### src/rtl/axi_burst_consts.svh
`ifndef AXI_BURST_CONSTS_SVH
`define AXI_BURST_CONSTS_SVH

// bus widths
`define AXI_ADDR_W          32
`define AXI_DATA_W          64
`define AXI_STRB_W          8
`define AXI_LEN_W           8      // AXI4 length field
`define AXI_BEAT_SHIFT      3      // log2 of bytes per beat

// bursts must not cross a page
`define PAGE_BYTES          4096
`define PAGE_SHIFT          12

// user FIFO count, holds up to 256 beats
`define FIFO_CNT_W          9

// fixed AXI attributes
`define AXI_BURST_INCR      2'b01
`define AXI_CACHE_DEFAULT   4'b0011  // normal non-cacheable bufferable
`define AXI_PROT_DEFAULT    3'b000   // unprivileged, secure, data

`endif
### src/rtl/axi_burst_pkg.sv
package axi_burst_pkg;

`include "axi_burst_consts.svh"

    typedef logic [`AXI_ADDR_W-1:0]  addr_t;
    typedef logic [`AXI_LEN_W-1:0]   len_t;     // beats minus one
    typedef logic [`AXI_DATA_W-1:0]  data_t;
    typedef logic [`AXI_STRB_W-1:0]  strb_t;
    typedef logic [`FIFO_CNT_W-1:0]  fifo_cnt_t;

    typedef struct packed {
        addr_t addr;
        len_t  len;
    } user_cmd_t;

    // one AXI burst, never crosses a page
    typedef struct packed {
        addr_t addr;
        len_t  len;
    } burst_seg_t;

    // shared by AW and AR
    typedef struct packed {
        addr_t       addr;
        len_t        len;
        logic [2:0]  size;
        logic [1:0]  burst;
        logic [3:0]  cache;
        logic [2:0]  prot;
    } aw_req_t;

    typedef struct packed {
        data_t data;
        strb_t strb;
        logic  last;
    } w_beat_t;

    typedef enum logic [1:0] {
        OKAY   = 2'b00,
        EXOKAY = 2'b01,
        SLVERR = 2'b10,
        DECERR = 2'b11
    } axi_resp_e;

    typedef struct packed {
        logic short_data;   // FIFO holds less than the burst
        logic misaligned;   // address not on a beat boundary
    } cmd_err_t;

    typedef enum logic [3:0] {
        PL_IDLE  = 4'b0001,
        PL_CHECK = 4'b0010,
        PL_ISSUE = 4'b0100,
        PL_WAIT  = 4'b1000
    } planner_state_e;

    // idle is the all-zero code
    typedef enum logic [2:0] {
        W_IDLE = 3'b000,
        W_ADDR = 3'b001,
        W_DATA = 3'b010,
        W_RESP = 3'b100
    } wr_state_e;

    typedef enum logic [2:0] {
        R_IDLE = 3'b001,
        R_ADDR = 3'b010,
        R_DATA = 3'b100
    } rd_state_e;

endpackage

### src/rtl/axi_burst_master.sv
`timescale 1ns/10ps

module axi_burst_master
(
    input  logic                          aclk,
    input  logic                          aresetn,
    // write command
    input  logic                          w_start,
    input  axi_burst_pkg::user_cmd_t      w_cmd,
    output logic                          w_free,
    output axi_burst_pkg::cmd_err_t       w_cmd_error,
    output axi_burst_pkg::axi_resp_e      w_status,
    // write data FIFO
    input  axi_burst_pkg::data_t          w_data,
    input  axi_burst_pkg::strb_t          w_strb,
    input  axi_burst_pkg::fifo_cnt_t      w_fifo_cnt,
    output logic                          w_pop,
    // read command
    input  logic                          r_start,
    input  axi_burst_pkg::user_cmd_t      r_cmd,
    output logic                          r_free,
    output axi_burst_pkg::axi_resp_e      r_status,
    // read data FIFO
    output axi_burst_pkg::data_t          r_data,
    input  logic                          r_fifo_full,
    output logic                          r_push,
    // AXI4 master
    output axi_burst_pkg::aw_req_t        aw,
    output logic                          awvalid,
    input  logic                          awready,
    output axi_burst_pkg::w_beat_t        w,
    output logic                          wvalid,
    input  logic                          wready,
    input  axi_burst_pkg::axi_resp_e      bresp,
    input  logic                          bvalid,
    output logic                          bready,
    output axi_burst_pkg::aw_req_t        ar,
    output logic                          arvalid,
    input  logic                          arready,
    input  axi_burst_pkg::data_t          rdata,
    input  axi_burst_pkg::axi_resp_e      rresp,
    input  logic                          rlast,
    input  logic                          rvalid,
    output logic                          rready
);

    // planner to write channel
    axi_burst_pkg::burst_seg_t  seg;
    logic                       seg_valid;
    logic                       seg_ready;
    logic                       seg_done;
    axi_burst_pkg::axi_resp_e   seg_resp;

    write_cmd_planner u_planner (
        .aclk        (aclk),
        .aresetn     (aresetn),
        .w_start     (w_start),
        .w_cmd       (w_cmd),
        .w_fifo_cnt  (w_fifo_cnt),
        .seg_ready   (seg_ready),
        .seg_done    (seg_done),
        .seg_resp    (seg_resp),
        .w_free      (w_free),
        .w_cmd_error (w_cmd_error),
        .w_status    (w_status),
        .seg         (seg),
        .seg_valid   (seg_valid)
    );

    axi_write_channel u_wr_chan (
        .aclk      (aclk),
        .aresetn   (aresetn),
        .seg       (seg),
        .seg_valid (seg_valid),
        .seg_ready (seg_ready),
        .aw        (aw),
        .awvalid   (awvalid),
        .awready   (awready),
        .w_data    (w_data),
        .w_strb    (w_strb),
        .w         (w),
        .wvalid    (wvalid),
        .wready    (wready),
        .w_pop     (w_pop),
        .bresp     (bresp),
        .bvalid    (bvalid),
        .bready    (bready),
        .seg_done  (seg_done),
        .seg_resp  (seg_resp)
    );

    axi_read_channel u_rd_chan (
        .aclk        (aclk),
        .aresetn     (aresetn),
        .r_start     (r_start),
        .r_cmd       (r_cmd),
        .r_free      (r_free),
        .r_status    (r_status),
        .ar          (ar),
        .arvalid     (arvalid),
        .arready     (arready),
        .rdata       (rdata),
        .rresp       (rresp),
        .rvalid      (rvalid),
        .rlast       (rlast),
        .rready      (rready),
        .r_fifo_full (r_fifo_full),
        .r_data      (r_data),
        .r_push      (r_push)
    );

endmodule

### src/rtl/axi_read_channel.sv
`timescale 1ns/10ps

`include "axi_burst_consts.svh"

module axi_read_channel
(
    input  logic                          aclk,
    input  logic                          aresetn,
    input  logic                          r_start,
    input  axi_burst_pkg::user_cmd_t      r_cmd,
    output logic                          r_free,
    output axi_burst_pkg::axi_resp_e      r_status,
    // AR
    output axi_burst_pkg::aw_req_t        ar,
    output logic                          arvalid,
    input  logic                          arready,
    // R
    input  axi_burst_pkg::data_t          rdata,
    input  axi_burst_pkg::axi_resp_e      rresp,
    input  logic                          rvalid,
    input  logic                          rlast,
    output logic                          rready,
    // user FIFO side
    input  logic                          r_fifo_full,
    output axi_burst_pkg::data_t          r_data,
    output logic                          r_push
);

    axi_burst_pkg::rd_state_e   state;
    axi_burst_pkg::rd_state_e   state_nxt;
    axi_burst_pkg::user_cmd_t   cmd_q;
    logic                       accept;

    assign r_free  = (state == axi_burst_pkg::R_IDLE);
    assign accept  = r_start && r_free;
    assign arvalid = (state == axi_burst_pkg::R_ADDR);
    assign rready  = (state == axi_burst_pkg::R_DATA) && !r_fifo_full;  // stall while FIFO full
    assign r_push  = rvalid && rready;
    assign r_data  = rdata;

    // user keeps reads inside one page, so one burst per command
    always_comb
    begin
        ar.addr  = cmd_q.addr;
        ar.len   = cmd_q.len;
        ar.size  = 3'(`AXI_BEAT_SHIFT);
        ar.burst = `AXI_BURST_INCR;
        ar.cache = `AXI_CACHE_DEFAULT;
        ar.prot  = `AXI_PROT_DEFAULT;
    end

    always_comb
    begin
        state_nxt = state;
        unique case (state)
            axi_burst_pkg::R_IDLE:
            begin
                if (r_start)
                    state_nxt = axi_burst_pkg::R_ADDR;
            end
            axi_burst_pkg::R_ADDR:
            begin
                if (arready)
                    state_nxt = axi_burst_pkg::R_DATA;
            end
            axi_burst_pkg::R_DATA:
            begin
                if (r_push && rlast)
                    state_nxt = axi_burst_pkg::R_IDLE;
            end
            default: state_nxt = axi_burst_pkg::R_IDLE;
        endcase
    end

    always_ff @(posedge aclk)
    begin
        if (!aresetn)
        begin
            state    <= axi_burst_pkg::R_IDLE;
            r_status <= axi_burst_pkg::OKAY;
        end
        else
        begin
            state <= state_nxt;
            if (accept)
                r_status <= axi_burst_pkg::OKAY;
            else if (r_push && r_status == axi_burst_pkg::OKAY)
                r_status <= rresp;  // keeps the first error
        end
    end

    always_ff @(posedge aclk)
    begin
        if (accept)
            cmd_q <= r_cmd;
    end

endmodule

### src/rtl/axi_write_channel.sv
`timescale 1ns/10ps

`include "axi_burst_consts.svh"

module axi_write_channel
(
    input  logic                          aclk,
    input  logic                          aresetn,
    input  axi_burst_pkg::burst_seg_t     seg,
    input  logic                          seg_valid,
    output logic                          seg_ready,
    // AW
    output axi_burst_pkg::aw_req_t        aw,
    output logic                          awvalid,
    input  logic                          awready,
    // W, fed straight from the user FIFO head
    input  axi_burst_pkg::data_t          w_data,
    input  axi_burst_pkg::strb_t          w_strb,
    output axi_burst_pkg::w_beat_t        w,
    output logic                          wvalid,
    input  logic                          wready,
    output logic                          w_pop,
    // B
    input  axi_burst_pkg::axi_resp_e      bresp,
    input  logic                          bvalid,
    output logic                          bready,
    output logic                          seg_done,
    output axi_burst_pkg::axi_resp_e      seg_resp
);

    axi_burst_pkg::wr_state_e   state;
    axi_burst_pkg::wr_state_e   state_nxt;
    axi_burst_pkg::burst_seg_t  seg_q;
    axi_burst_pkg::len_t        beat_cnt;
    logic                       last_beat;

    assign seg_ready = (state == axi_burst_pkg::W_IDLE);
    assign awvalid   = (state == axi_burst_pkg::W_ADDR);
    assign wvalid    = (state == axi_burst_pkg::W_DATA);  // data was checked up front
    assign bready    = (state == axi_burst_pkg::W_RESP);
    assign last_beat = (beat_cnt == seg_q.len);
    assign w_pop     = wvalid && wready;
    assign seg_done  = bready && bvalid;
    assign seg_resp  = bresp;

    always_comb
    begin
        aw.addr  = seg_q.addr;
        aw.len   = seg_q.len;
        aw.size  = 3'(`AXI_BEAT_SHIFT);
        aw.burst = `AXI_BURST_INCR;
        aw.cache = `AXI_CACHE_DEFAULT;
        aw.prot  = `AXI_PROT_DEFAULT;

        w.data = w_data;
        w.strb = w_strb;
        w.last = last_beat;
    end

    always_comb
    begin
        state_nxt = state;
        unique case (state)
            axi_burst_pkg::W_IDLE:
            begin
                if (seg_valid)
                    state_nxt = axi_burst_pkg::W_ADDR;
            end
            axi_burst_pkg::W_ADDR:
            begin
                if (awready)
                    state_nxt = axi_burst_pkg::W_DATA;
            end
            axi_burst_pkg::W_DATA:
            begin
                if (wready && last_beat)
                    state_nxt = axi_burst_pkg::W_RESP;
            end
            axi_burst_pkg::W_RESP:
            begin
                if (bvalid)
                    state_nxt = axi_burst_pkg::W_IDLE;
            end
            default: state_nxt = axi_burst_pkg::W_IDLE;
        endcase
    end

    always_ff @(posedge aclk)
    begin
        if (!aresetn)
        begin
            state    <= axi_burst_pkg::W_IDLE;
            beat_cnt <= '0;
        end
        else
        begin
            state <= state_nxt;
            if (state != axi_burst_pkg::W_DATA)
                beat_cnt <= '0;
            else if (wready)
                beat_cnt <= beat_cnt + 1'b1;    // one per accepted beat
        end
    end

    // burst held here for the whole AW/W/B sequence
    always_ff @(posedge aclk)
    begin
        if (seg_valid && seg_ready)
            seg_q <= seg;
    end

endmodule

### src/rtl/write_cmd_planner.sv
`timescale 1ns/10ps

`include "axi_burst_consts.svh"

module write_cmd_planner
(
    input  logic                          aclk,
    input  logic                          aresetn,
    input  logic                          w_start,
    input  axi_burst_pkg::user_cmd_t      w_cmd,
    input  axi_burst_pkg::fifo_cnt_t      w_fifo_cnt,
    input  logic                          seg_ready,
    input  logic                          seg_done,
    input  axi_burst_pkg::axi_resp_e      seg_resp,
    output logic                          w_free,
    output axi_burst_pkg::cmd_err_t       w_cmd_error,
    output axi_burst_pkg::axi_resp_e      w_status,
    output axi_burst_pkg::burst_seg_t     seg,
    output logic                          seg_valid
);

    // wide enough for a full page of beats
    localparam int BEAT_W = `PAGE_SHIFT - `AXI_BEAT_SHIFT + 1;
    localparam logic [BEAT_W-1:0] PAGE_BEATS = BEAT_W'(`PAGE_BYTES >> `AXI_BEAT_SHIFT);

    axi_burst_pkg::planner_state_e  state;
    axi_burst_pkg::planner_state_e  state_nxt;
    axi_burst_pkg::user_cmd_t       cmd_q;
    axi_burst_pkg::burst_seg_t      seg_q;
    axi_burst_pkg::burst_seg_t      next_seg_q;   // part after the boundary
    axi_burst_pkg::cmd_err_t        chk_err;
    logic                           split_q;
    logic                           split;
    logic                           accept;
    logic [BEAT_W-1:0]              beats_to_bnd;
    logic [BEAT_W-1:0]              cmd_beats;
    logic [BEAT_W-1:0]              first_beats;
    logic [BEAT_W-1:0]              rest_len;

    assign w_free    = (state == axi_burst_pkg::PL_IDLE);
    assign accept    = w_start && w_free;
    assign seg_valid = (state == axi_burst_pkg::PL_ISSUE);
    assign seg       = seg_q;

    // page arithmetic on the captured command
    always_comb
    begin
        beats_to_bnd = PAGE_BEATS - BEAT_W'(cmd_q.addr[`PAGE_SHIFT-1:`AXI_BEAT_SHIFT]);
        cmd_beats    = BEAT_W'(cmd_q.len) + BEAT_W'(1);
        split        = (cmd_beats > beats_to_bnd);
        first_beats  = split ? beats_to_bnd : cmd_beats;
        rest_len     = cmd_beats - beats_to_bnd - BEAT_W'(1);   // only used when split

        chk_err.misaligned = |cmd_q.addr[`AXI_BEAT_SHIFT-1:0];
        chk_err.short_data = (BEAT_W'(w_fifo_cnt) < cmd_beats); // whole burst must be queued
    end

    always_comb
    begin
        state_nxt = state;
        unique case (state)
            axi_burst_pkg::PL_IDLE:
            begin
                if (w_start)
                    state_nxt = axi_burst_pkg::PL_CHECK;
            end
            axi_burst_pkg::PL_CHECK:
            begin
                if (|chk_err)
                    state_nxt = axi_burst_pkg::PL_IDLE;
                else
                    state_nxt = axi_burst_pkg::PL_ISSUE;
            end
            axi_burst_pkg::PL_ISSUE:
            begin
                if (seg_ready)
                    state_nxt = axi_burst_pkg::PL_WAIT;
            end
            axi_burst_pkg::PL_WAIT:
            begin
                if (seg_done)
                    state_nxt = split_q ? axi_burst_pkg::PL_ISSUE : axi_burst_pkg::PL_IDLE;
            end
            default: state_nxt = axi_burst_pkg::PL_IDLE;
        endcase
    end

    always_ff @(posedge aclk)
    begin
        if (!aresetn)
        begin
            state       <= axi_burst_pkg::PL_IDLE;
            split_q     <= 1'b0;
            w_cmd_error <= '0;
            w_status    <= axi_burst_pkg::OKAY;
        end
        else
        begin
            state <= state_nxt;
            if (accept)
            begin
                w_cmd_error <= '0;
                w_status    <= axi_burst_pkg::OKAY;
            end
            if (state == axi_burst_pkg::PL_CHECK)
            begin
                w_cmd_error <= chk_err;
                split_q     <= split && !(|chk_err);
            end
            if (state == axi_burst_pkg::PL_WAIT && seg_done)
                split_q <= 1'b0;
            // first bad response of the command sticks
            if (seg_done && w_status == axi_burst_pkg::OKAY)
                w_status <= seg_resp;
        end
    end

    always_ff @(posedge aclk)
    begin
        if (accept)
            cmd_q <= w_cmd;

        if (state == axi_burst_pkg::PL_CHECK)
        begin
            seg_q.addr      <= cmd_q.addr;
            seg_q.len       <= axi_burst_pkg::len_t'(first_beats - BEAT_W'(1));
            next_seg_q.addr <= {cmd_q.addr[`AXI_ADDR_W-1:`PAGE_SHIFT] + 1'b1,
                                {`PAGE_SHIFT{1'b0}}};
            next_seg_q.len  <= axi_burst_pkg::len_t'(rest_len);
        end
        else if (state == axi_burst_pkg::PL_WAIT && seg_done && split_q)
        begin
            seg_q <= next_seg_q;    // second half starts at the boundary
        end
    end

endmodule

### config.mk
export PLATFORM = sky130hd
export DESIGN_NAME = axi_burst_master
export DESIGN_NICKNAME = d
export VERILOG_FILES = /design/src/rtl/axi_burst_pkg.sv /design/src/rtl/axi_burst_master.sv /design/src/rtl/axi_read_channel.sv /design/src/rtl/axi_write_channel.sv /design/src/rtl/write_cmd_planner.sv
export VERILOG_INCLUDE_DIRS = /design/src /design/src/rtl
export SDC_FILE = /design/constraint.sdc
export NUM_CORES = 1
export LEC_CHECK = 0
export ABC_CLOCK_PERIOD_IN_PS = 5500
export BUFFER_PORTS_ARGS = -buffer_cell sky130_fd_sc_hd__buf_2
export CAP_MARGIN = 20
export CORE_AREA = 4 4 192 194
export DETAILED_ROUTE_END_ITERATION = 10
export DIE_AREA = 0 0 196 198
export PLACE_DENSITY = 0.54
export SKIP_CTS_REPAIR_TIMING = 1
export SKIP_LAST_GASP = 1
export SLEW_MARGIN = 0
export SYNTH_ARGS = -nofsm -noshare
export SYNTH_HDL_FRONTEND = slang
export SYNTH_SLANG_ARGS = --single-unit
### constraint.sdc
create_clock -name aclk -period 5.5 [get_ports aclk]
set_clock_uncertainty 0.05 [all_clocks]
set_input_delay 1.65 -clock aclk [delete_from_list [all_inputs] [get_ports aclk]]
set_output_delay 1.65 -clock aclk [all_outputs]
set_load 0.01 [all_outputs]
# Yosys cells after proc, flatten, opt, wreduce, memory -nomap -nowiden
# Index checks and enable logic that the tools add are counted.
[word_totals] regBits=213 input_bits=240 out_inout_bits=256 elab_cells=102
[op_classes] addsub=7 magnitude_cmp=2 eq_ne=22 n_mux=21 n_bitwise=1 n_reduce_logical=30
[op_table] cell="40-bit 2-to-1 mux" n=2
[op_table] cell="3-bit 2-to-1 mux" n=9
[op_table] cell="20-bit by 1-bit adder with 20-bit output, second input constant" n=1
[op_table] cell="4-bit case mux with 4 select lines" n=1
[op_table] cell="8-bit by 1-bit subtractor with 8-bit output, second input constant" n=2
[op_table] cell="1-bit logical AND" n=14
[op_table] cell="4-bit 2-to-1 mux" n=3
[op_table] cell="2-bit inequality test, second input constant" n=6
[op_table] cell="3-bit case mux with 4 select lines" n=1
[op_table] cell="9-bit by 10-bit > comparator with 1-bit output" n=1
[op_table] cell="10-bit by 9-bit subtractor with 10-bit output, first input constant" n=1
[op_table] cell="8-bit by 1-bit adder with 9-bit output, second input constant" n=1
[op_table] cell="9-bit < comparator" n=1
[op_table] cell="3-bit case mux with 3 select lines" n=1
[op_table] cell="8-bit by 1-bit adder with 8-bit output, second input constant" n=1
[op_table] cell="8-bit equality test" n=1
[op_table] cell="8-bit 2-to-1 mux" n=1
[op_table] cell="2-bit by 1-bit inequality test with 1-bit output, second input constant" n=4
[op_table] cell="8-bit subtractor" n=1
[op_table] cell="3-bit by 1-bit equality test with 1-bit output, second input constant" n=2
[op_table] cell="3-bit by 2-bit equality test with 1-bit output, second input constant" n=2
[op_table] cell="3-bit equality test, second input constant" n=2
[op_table] cell="2-bit 2-to-1 mux" n=3
[op_table] cell="3-bit AND reduction" n=2
[op_table] cell="other kinds (14)" n=20

# Longest topological paths before layout
[depth] depth_word=6 depth_mapped=20 mapped_depth_nobuf=19

# By module
# Synthesis repeated with hierarchy kept, for this count alone.
[hier_totals] cells_unflattened=799 hier_area_um2=10069.7
[by_module_without_submodules] mod="write_cmd_planner" n_inst=1 cells_each=459 area_per_inst_um2=5564.1 seq_area_each_um2=3423.3
[by_module_without_submodules] mod="axi_write_channel" n_inst=1 cells_each=196 area_per_inst_um2=2471.1 seq_area_each_um2=1421.4
[by_module_without_submodules] mod="axi_read_channel" n_inst=1 cells_each=144 area_per_inst_um2=2034.5 seq_area_each_um2=1301.2

# Least setup slack after synthesis
# No wires, ideal clock.
[synth_timing] path_kind="input-to-reg" startpoint="in r_start" endpoint="reg u_rd_chan.cmd_q, in the netlist u_rd_chan.ar[12] (enable)" setup_ps=439 arrival_ps=3471 t_required_ps=5011 slack_ps=1540 cell_stages=2 path_buffers=0 path_cell_list="nand3b_1 -> nor2_1"
[synth_between] elab_chain_len=1
[synth_lines] item="start: declaration" line_no="axi_burst_master.sv:19" rtl="input logic r_start,"
[synth_lines] item="1-bit logical AND" line_no="axi_read_channel.sv:35" rtl="assign accept = r_start && r_free;"
[synth_lines] item="net u_rd_chan.accept" line_no="axi_read_channel.sv:32" rtl="logic accept;"
[synth_lines] item="end signal: assignment" line_no="axi_read_channel.sv:95" rtl="cmd_q <= r_cmd;"
[synth_lines] item="end: declaration" line_no="axi_read_channel.sv:31" rtl="axi_burst_pkg::user_cmd_t cmd_q;"
# The timed path passes the listed nets, and every way through them passes these cells.
# A chain may end at the register's enable or synchronous reset.

# Worst setup path after layout
[layout_timing] startpoint="reg u_planner.cmd_q[13] in the netlist's numbering" endpoint="reg u_planner.seg_q, in the netlist u_planner.seg[6], data pin"
[layout_between] elab_chain_len=5
[layout_lines] item="start: declaration" line_no="write_cmd_planner.sv:28" rtl="axi_burst_pkg::user_cmd_t cmd_q;"
[layout_lines] item="start signal: assignment" line_no="write_cmd_planner.sv:121" rtl="cmd_q <= w_cmd;"
[layout_lines] item="10-bit by 9-bit subtractor with 10-bit output (*)" line_no="write_cmd_planner.sv:48" rtl="beats_to_bnd = PAGE_BEATS - BEAT_W'(cmd_q.addr[`PAGE_SHIFT-1:`AXI_BEAT_SHIFT]);"
[layout_lines] item="9-bit by 10-bit > comparator with 1-bit output" line_no="write_cmd_planner.sv:50" rtl="split = (cmd_beats > beats_to_bnd);"
[layout_lines] item="8-bit 2-to-1 mux (*)" line_no="write_cmd_planner.sv:51" rtl="first_beats = split ? beats_to_bnd : cmd_beats;"
[layout_lines] item="8-bit by 1-bit subtractor with 8-bit output (*)" line_no="write_cmd_planner.sv:126" rtl="seg_q.len <= axi_burst_pkg::len_t'(first_beats - BEAT_W'(1));"
[layout_lines] item="40-bit 2-to-1 mux (*)" line_no="write_cmd_planner.sv:123" rtl="if (state == axi_burst_pkg::PL_CHECK)"
[layout_lines] item="end signal: assignment" line_no="write_cmd_planner.sv:133" rtl="seg_q <= next_seg_q;"
[layout_lines] item="end: declaration" line_no="write_cmd_planner.sv:29" rtl="axi_burst_pkg::burst_seg_t seg_q;"
# Mark *: on every way between the ends. The rest lies on a longest branch, timed or not.

==> impl_results.md <==
* I/O Buffers at 199
* Final critical-path required period at 4230 ps
* HPWL after DPL at 18.1 mm
* Clock power share at 41.9%
* Count of flip-flops with a built-in enable after synthesis at 188
* Fin area at 11300 sq um
* Min Hold Slack at 364 ps
* Setup TNS at 0 ps
* Final nets at 1140
* Fin cells at 1357
* Max-cap violations at 0
* VDD IR max at 0.000183 V
* Flops & latches, synth at 213
* Ports at 496
* Vias in the first global route at 5983
* Placed cells at 1309
* Routed via count at 5878
* Crit path kind: flop to flop
* Detailed Routing Iterations Pass 1 at 4
* Sw frac at 23.6%
* Die W at 196 microns
* Post-synth cell types at 60
* Status: complete, no violations
* Setup Viol. Count Final at 0
* Post-synth top flop: edfxtp_1
* Top-area cell type share of the netlist area at 56.7%
* Initial DRC count at 299
* Clock sinks at 213
* Worst endpoint required time at 5720 ps
* Layout cells sized above 1 at 28.3%
* Final Max Slew Viols at 0
* Syn Area/Cell at 12.5 sq um
* Starting Density at 28.3%
* # diodes at 0
* Clock slew at reported path FFs at 60 ps
* Post-route setup slack at 1270 ps
* First-pass GRT wire length at 35.6 mm
* HP Class: flop to flop
* Final hold viol count at 0
* # H-tree levels at 1
* WL final at 24.0 mm
* Sequential share of power at 48.7%
* # rows at 69
* CP Max Fanout at 16
* CTS Buf Count at 26
* Synth async-reset ratio at 0%
* Routed len/inst at 17.7 microns
* Die ar. at 38800 sq um
* Period utilisation layout at 76.8%
* Die Span Y at 198 microns
* DP Area at 10400 sq um
* CTS tree: built
* Pre-CTS WS at 1270 ps
* CTS max path bufs at 3
* Synth Instances at 794
* Skew-Pair Late Insertion Delay at 530 ps
* Yosys top cell by area: edfxtp_1
* Comb pwr share at 9.4%
* Total congestion overflow at 0
* Synth area leaders: edfxtp_1 57%, buf_4 12%, dfxtp_1 5.0%
* CP Launch Type: flop
* Vias per cell at 4.33
* Core area at 35200 sq um
* Cell internal pwr at 2.94 mW
* RSZ-0062 raised after global routing: no
* Pwr dens at 342 nW/um^2
* Post-synthesis cell area at 9960 sq um
* LEAKAGE at 4.37 nW
* Sw power at 0.909 mW
* Worst Path Arrival at 4440 ps
* Most common cell after layout, fill and taps aside: buf_2
* Worst-margin pin slew at 884 ps
* Initial antenna violation count at 0
* Synth-to-layout area growth at 13.2%
* Worst slew margin at 40.2%
* Commonest cells after routing, fill and taps aside: 199 x buf_2, 188 x edfxtp_1, 91 x nand2_1, 36 x xnor2_1, 31 x nor2_1
* Worst Setup End Kind: flop
* Post-route antenna net violation count at 0
* Largest net degree at the start of global routing at 45
* RD Place Congestion at 0.858
* Remaining DRCs at 0
* Sequential area share after synthesis at 61.7%
* YS warnings at 0
* F_max at 237 MHz
* Root buf cell: clkbuf_16
* Tot GR Track Use at 11.9%
[cells by family after synthesis]
group	Yosys count	synth area share [%]
compound gates	73	5.00
flops	213	61.7
mux	3	0.314
xor+xnor	62	5.53
fa+ha+maj	25	3.14
buf+inv	197	13.6
simple gates	219	10.6
other cells	2	0.0754
[per-layer routing]
metal	wire length [microns]	vias up	track usage [%]	part of all wire, %
met3	2650	59	5.05	11
met2	10300	291	17.8	43
li1	-	2776	-	-
met5	79	-	1.48	0.33
met4	630	2	3.88	2.6
met1	10400	2750	15.4	43
[cells in the mapped netlist, types with 3 or more instances]
library cell,number
a21o_1,5
a21oi_1,17
a32oi_1,3
and2_1,6
and3_1,19
buf_4,161
clkbuf_1,9
dfxtp_1,25
edfxtp_1,188
ha_1,21
inv_1,23
maj3_1,3
nand2_1,92
nand2b_1,3
nand3_1,24
nand3b_1,4
nand4_1,4
nor2_1,32
nor2b_1,5
nor3_1,8
nor3b_1,4
nor4_1,3
nor4b_1,4
o211ai_1,3
o21a_1,4
o21ai_0,11
o21ai_1,11
or3_1,3
xnor2_1,36
xor2_1,25
[power by group through the flow]
stage / logic [mW] / registers (mW) / clock network, mW
2_1_floorplan: 0.331 / 1.91 / 0
4_1_cts: 0.362 / 1.88 / 1.68
3_5_place_dp: 0.360 / 1.91 / 0
5_1_grt: 0.403 / 1.88 / 1.75
6_report: 0.362 / 1.87 / 1.62
3_3_place_gp: 0.353 / 1.91 / 0
[state kept, by name (all words and copies together), names as in the netlist]
register / flops
u_planner.cmd_q: 40
u_planner.next_seg_q: 28
u_planner.seg: 40
u_planner.split_q: 1
u_planner.state: 4
u_planner.w_cmd_error: 2
u_planner.w_status: 2
u_rd_chan.ar: 40
u_rd_chan.r_status: 2
u_rd_chan.state: 3
u_wr_chan.aw: 40
u_wr_chan.beat_cnt: 8
u_wr_chan.state: 3
[path summary, 6_finish.rpt]
kind | start | endpoint | slack [ps] | cells after the start
worst min register to register | u_planner.seg[3] | u_wr_chan.aw[15] | 360 | 0
worst max register to register | u_planner.cmd_q[13] | u_planner.seg[6] | 1270 | 17
worst min-delay path | u_planner.seg[3] | u_wr_chan.aw[15] | 360 | 0
worst max-delay path | u_planner.cmd_q[13] | u_planner.seg[6] | 1270 | 17
[area by class of cell]
class	count	area, sq um
clock buffers	31	669
clock inverters	15	139
fillers	3579	24000
flip-flops and latches	213	6150
inverters	23	86.3
multi-input cells	406	2550
repair buffers	208	1100
well taps	461	577
[per-stage QoR]
| step | power [mW] | util, % |
|---|---|---|
| 6_report | 3.85 | 32.0 |
| 5_1_grt | 4.03 | 32.0 |
| 4_1_cts | 3.92 | 31.9 |
| 3_5_place_dp | 2.27 | 29.6 |
| 3_3_place_gp | 2.26 | 29.5 |
| 2_1_floorplan | 2.24 | - |
[critical path: stages (launching register included)]
cell,delay [ps]
edfxtp_1,460
or3_1,470
xor2_1,430
inv_1,90
ha_1,380
a21oi_1,170
maj3_1,190
o221ai_1,160
o211ai_4,450
nor2_1,80
a21oi_1,150
ha_1,210
and3_1,200
nand3_1,100
xnor2_1,140
nand2_1,60
o21ai_1,100
o21ai_1,70
No activity file was read; power rests on OpenSTA's default activity.
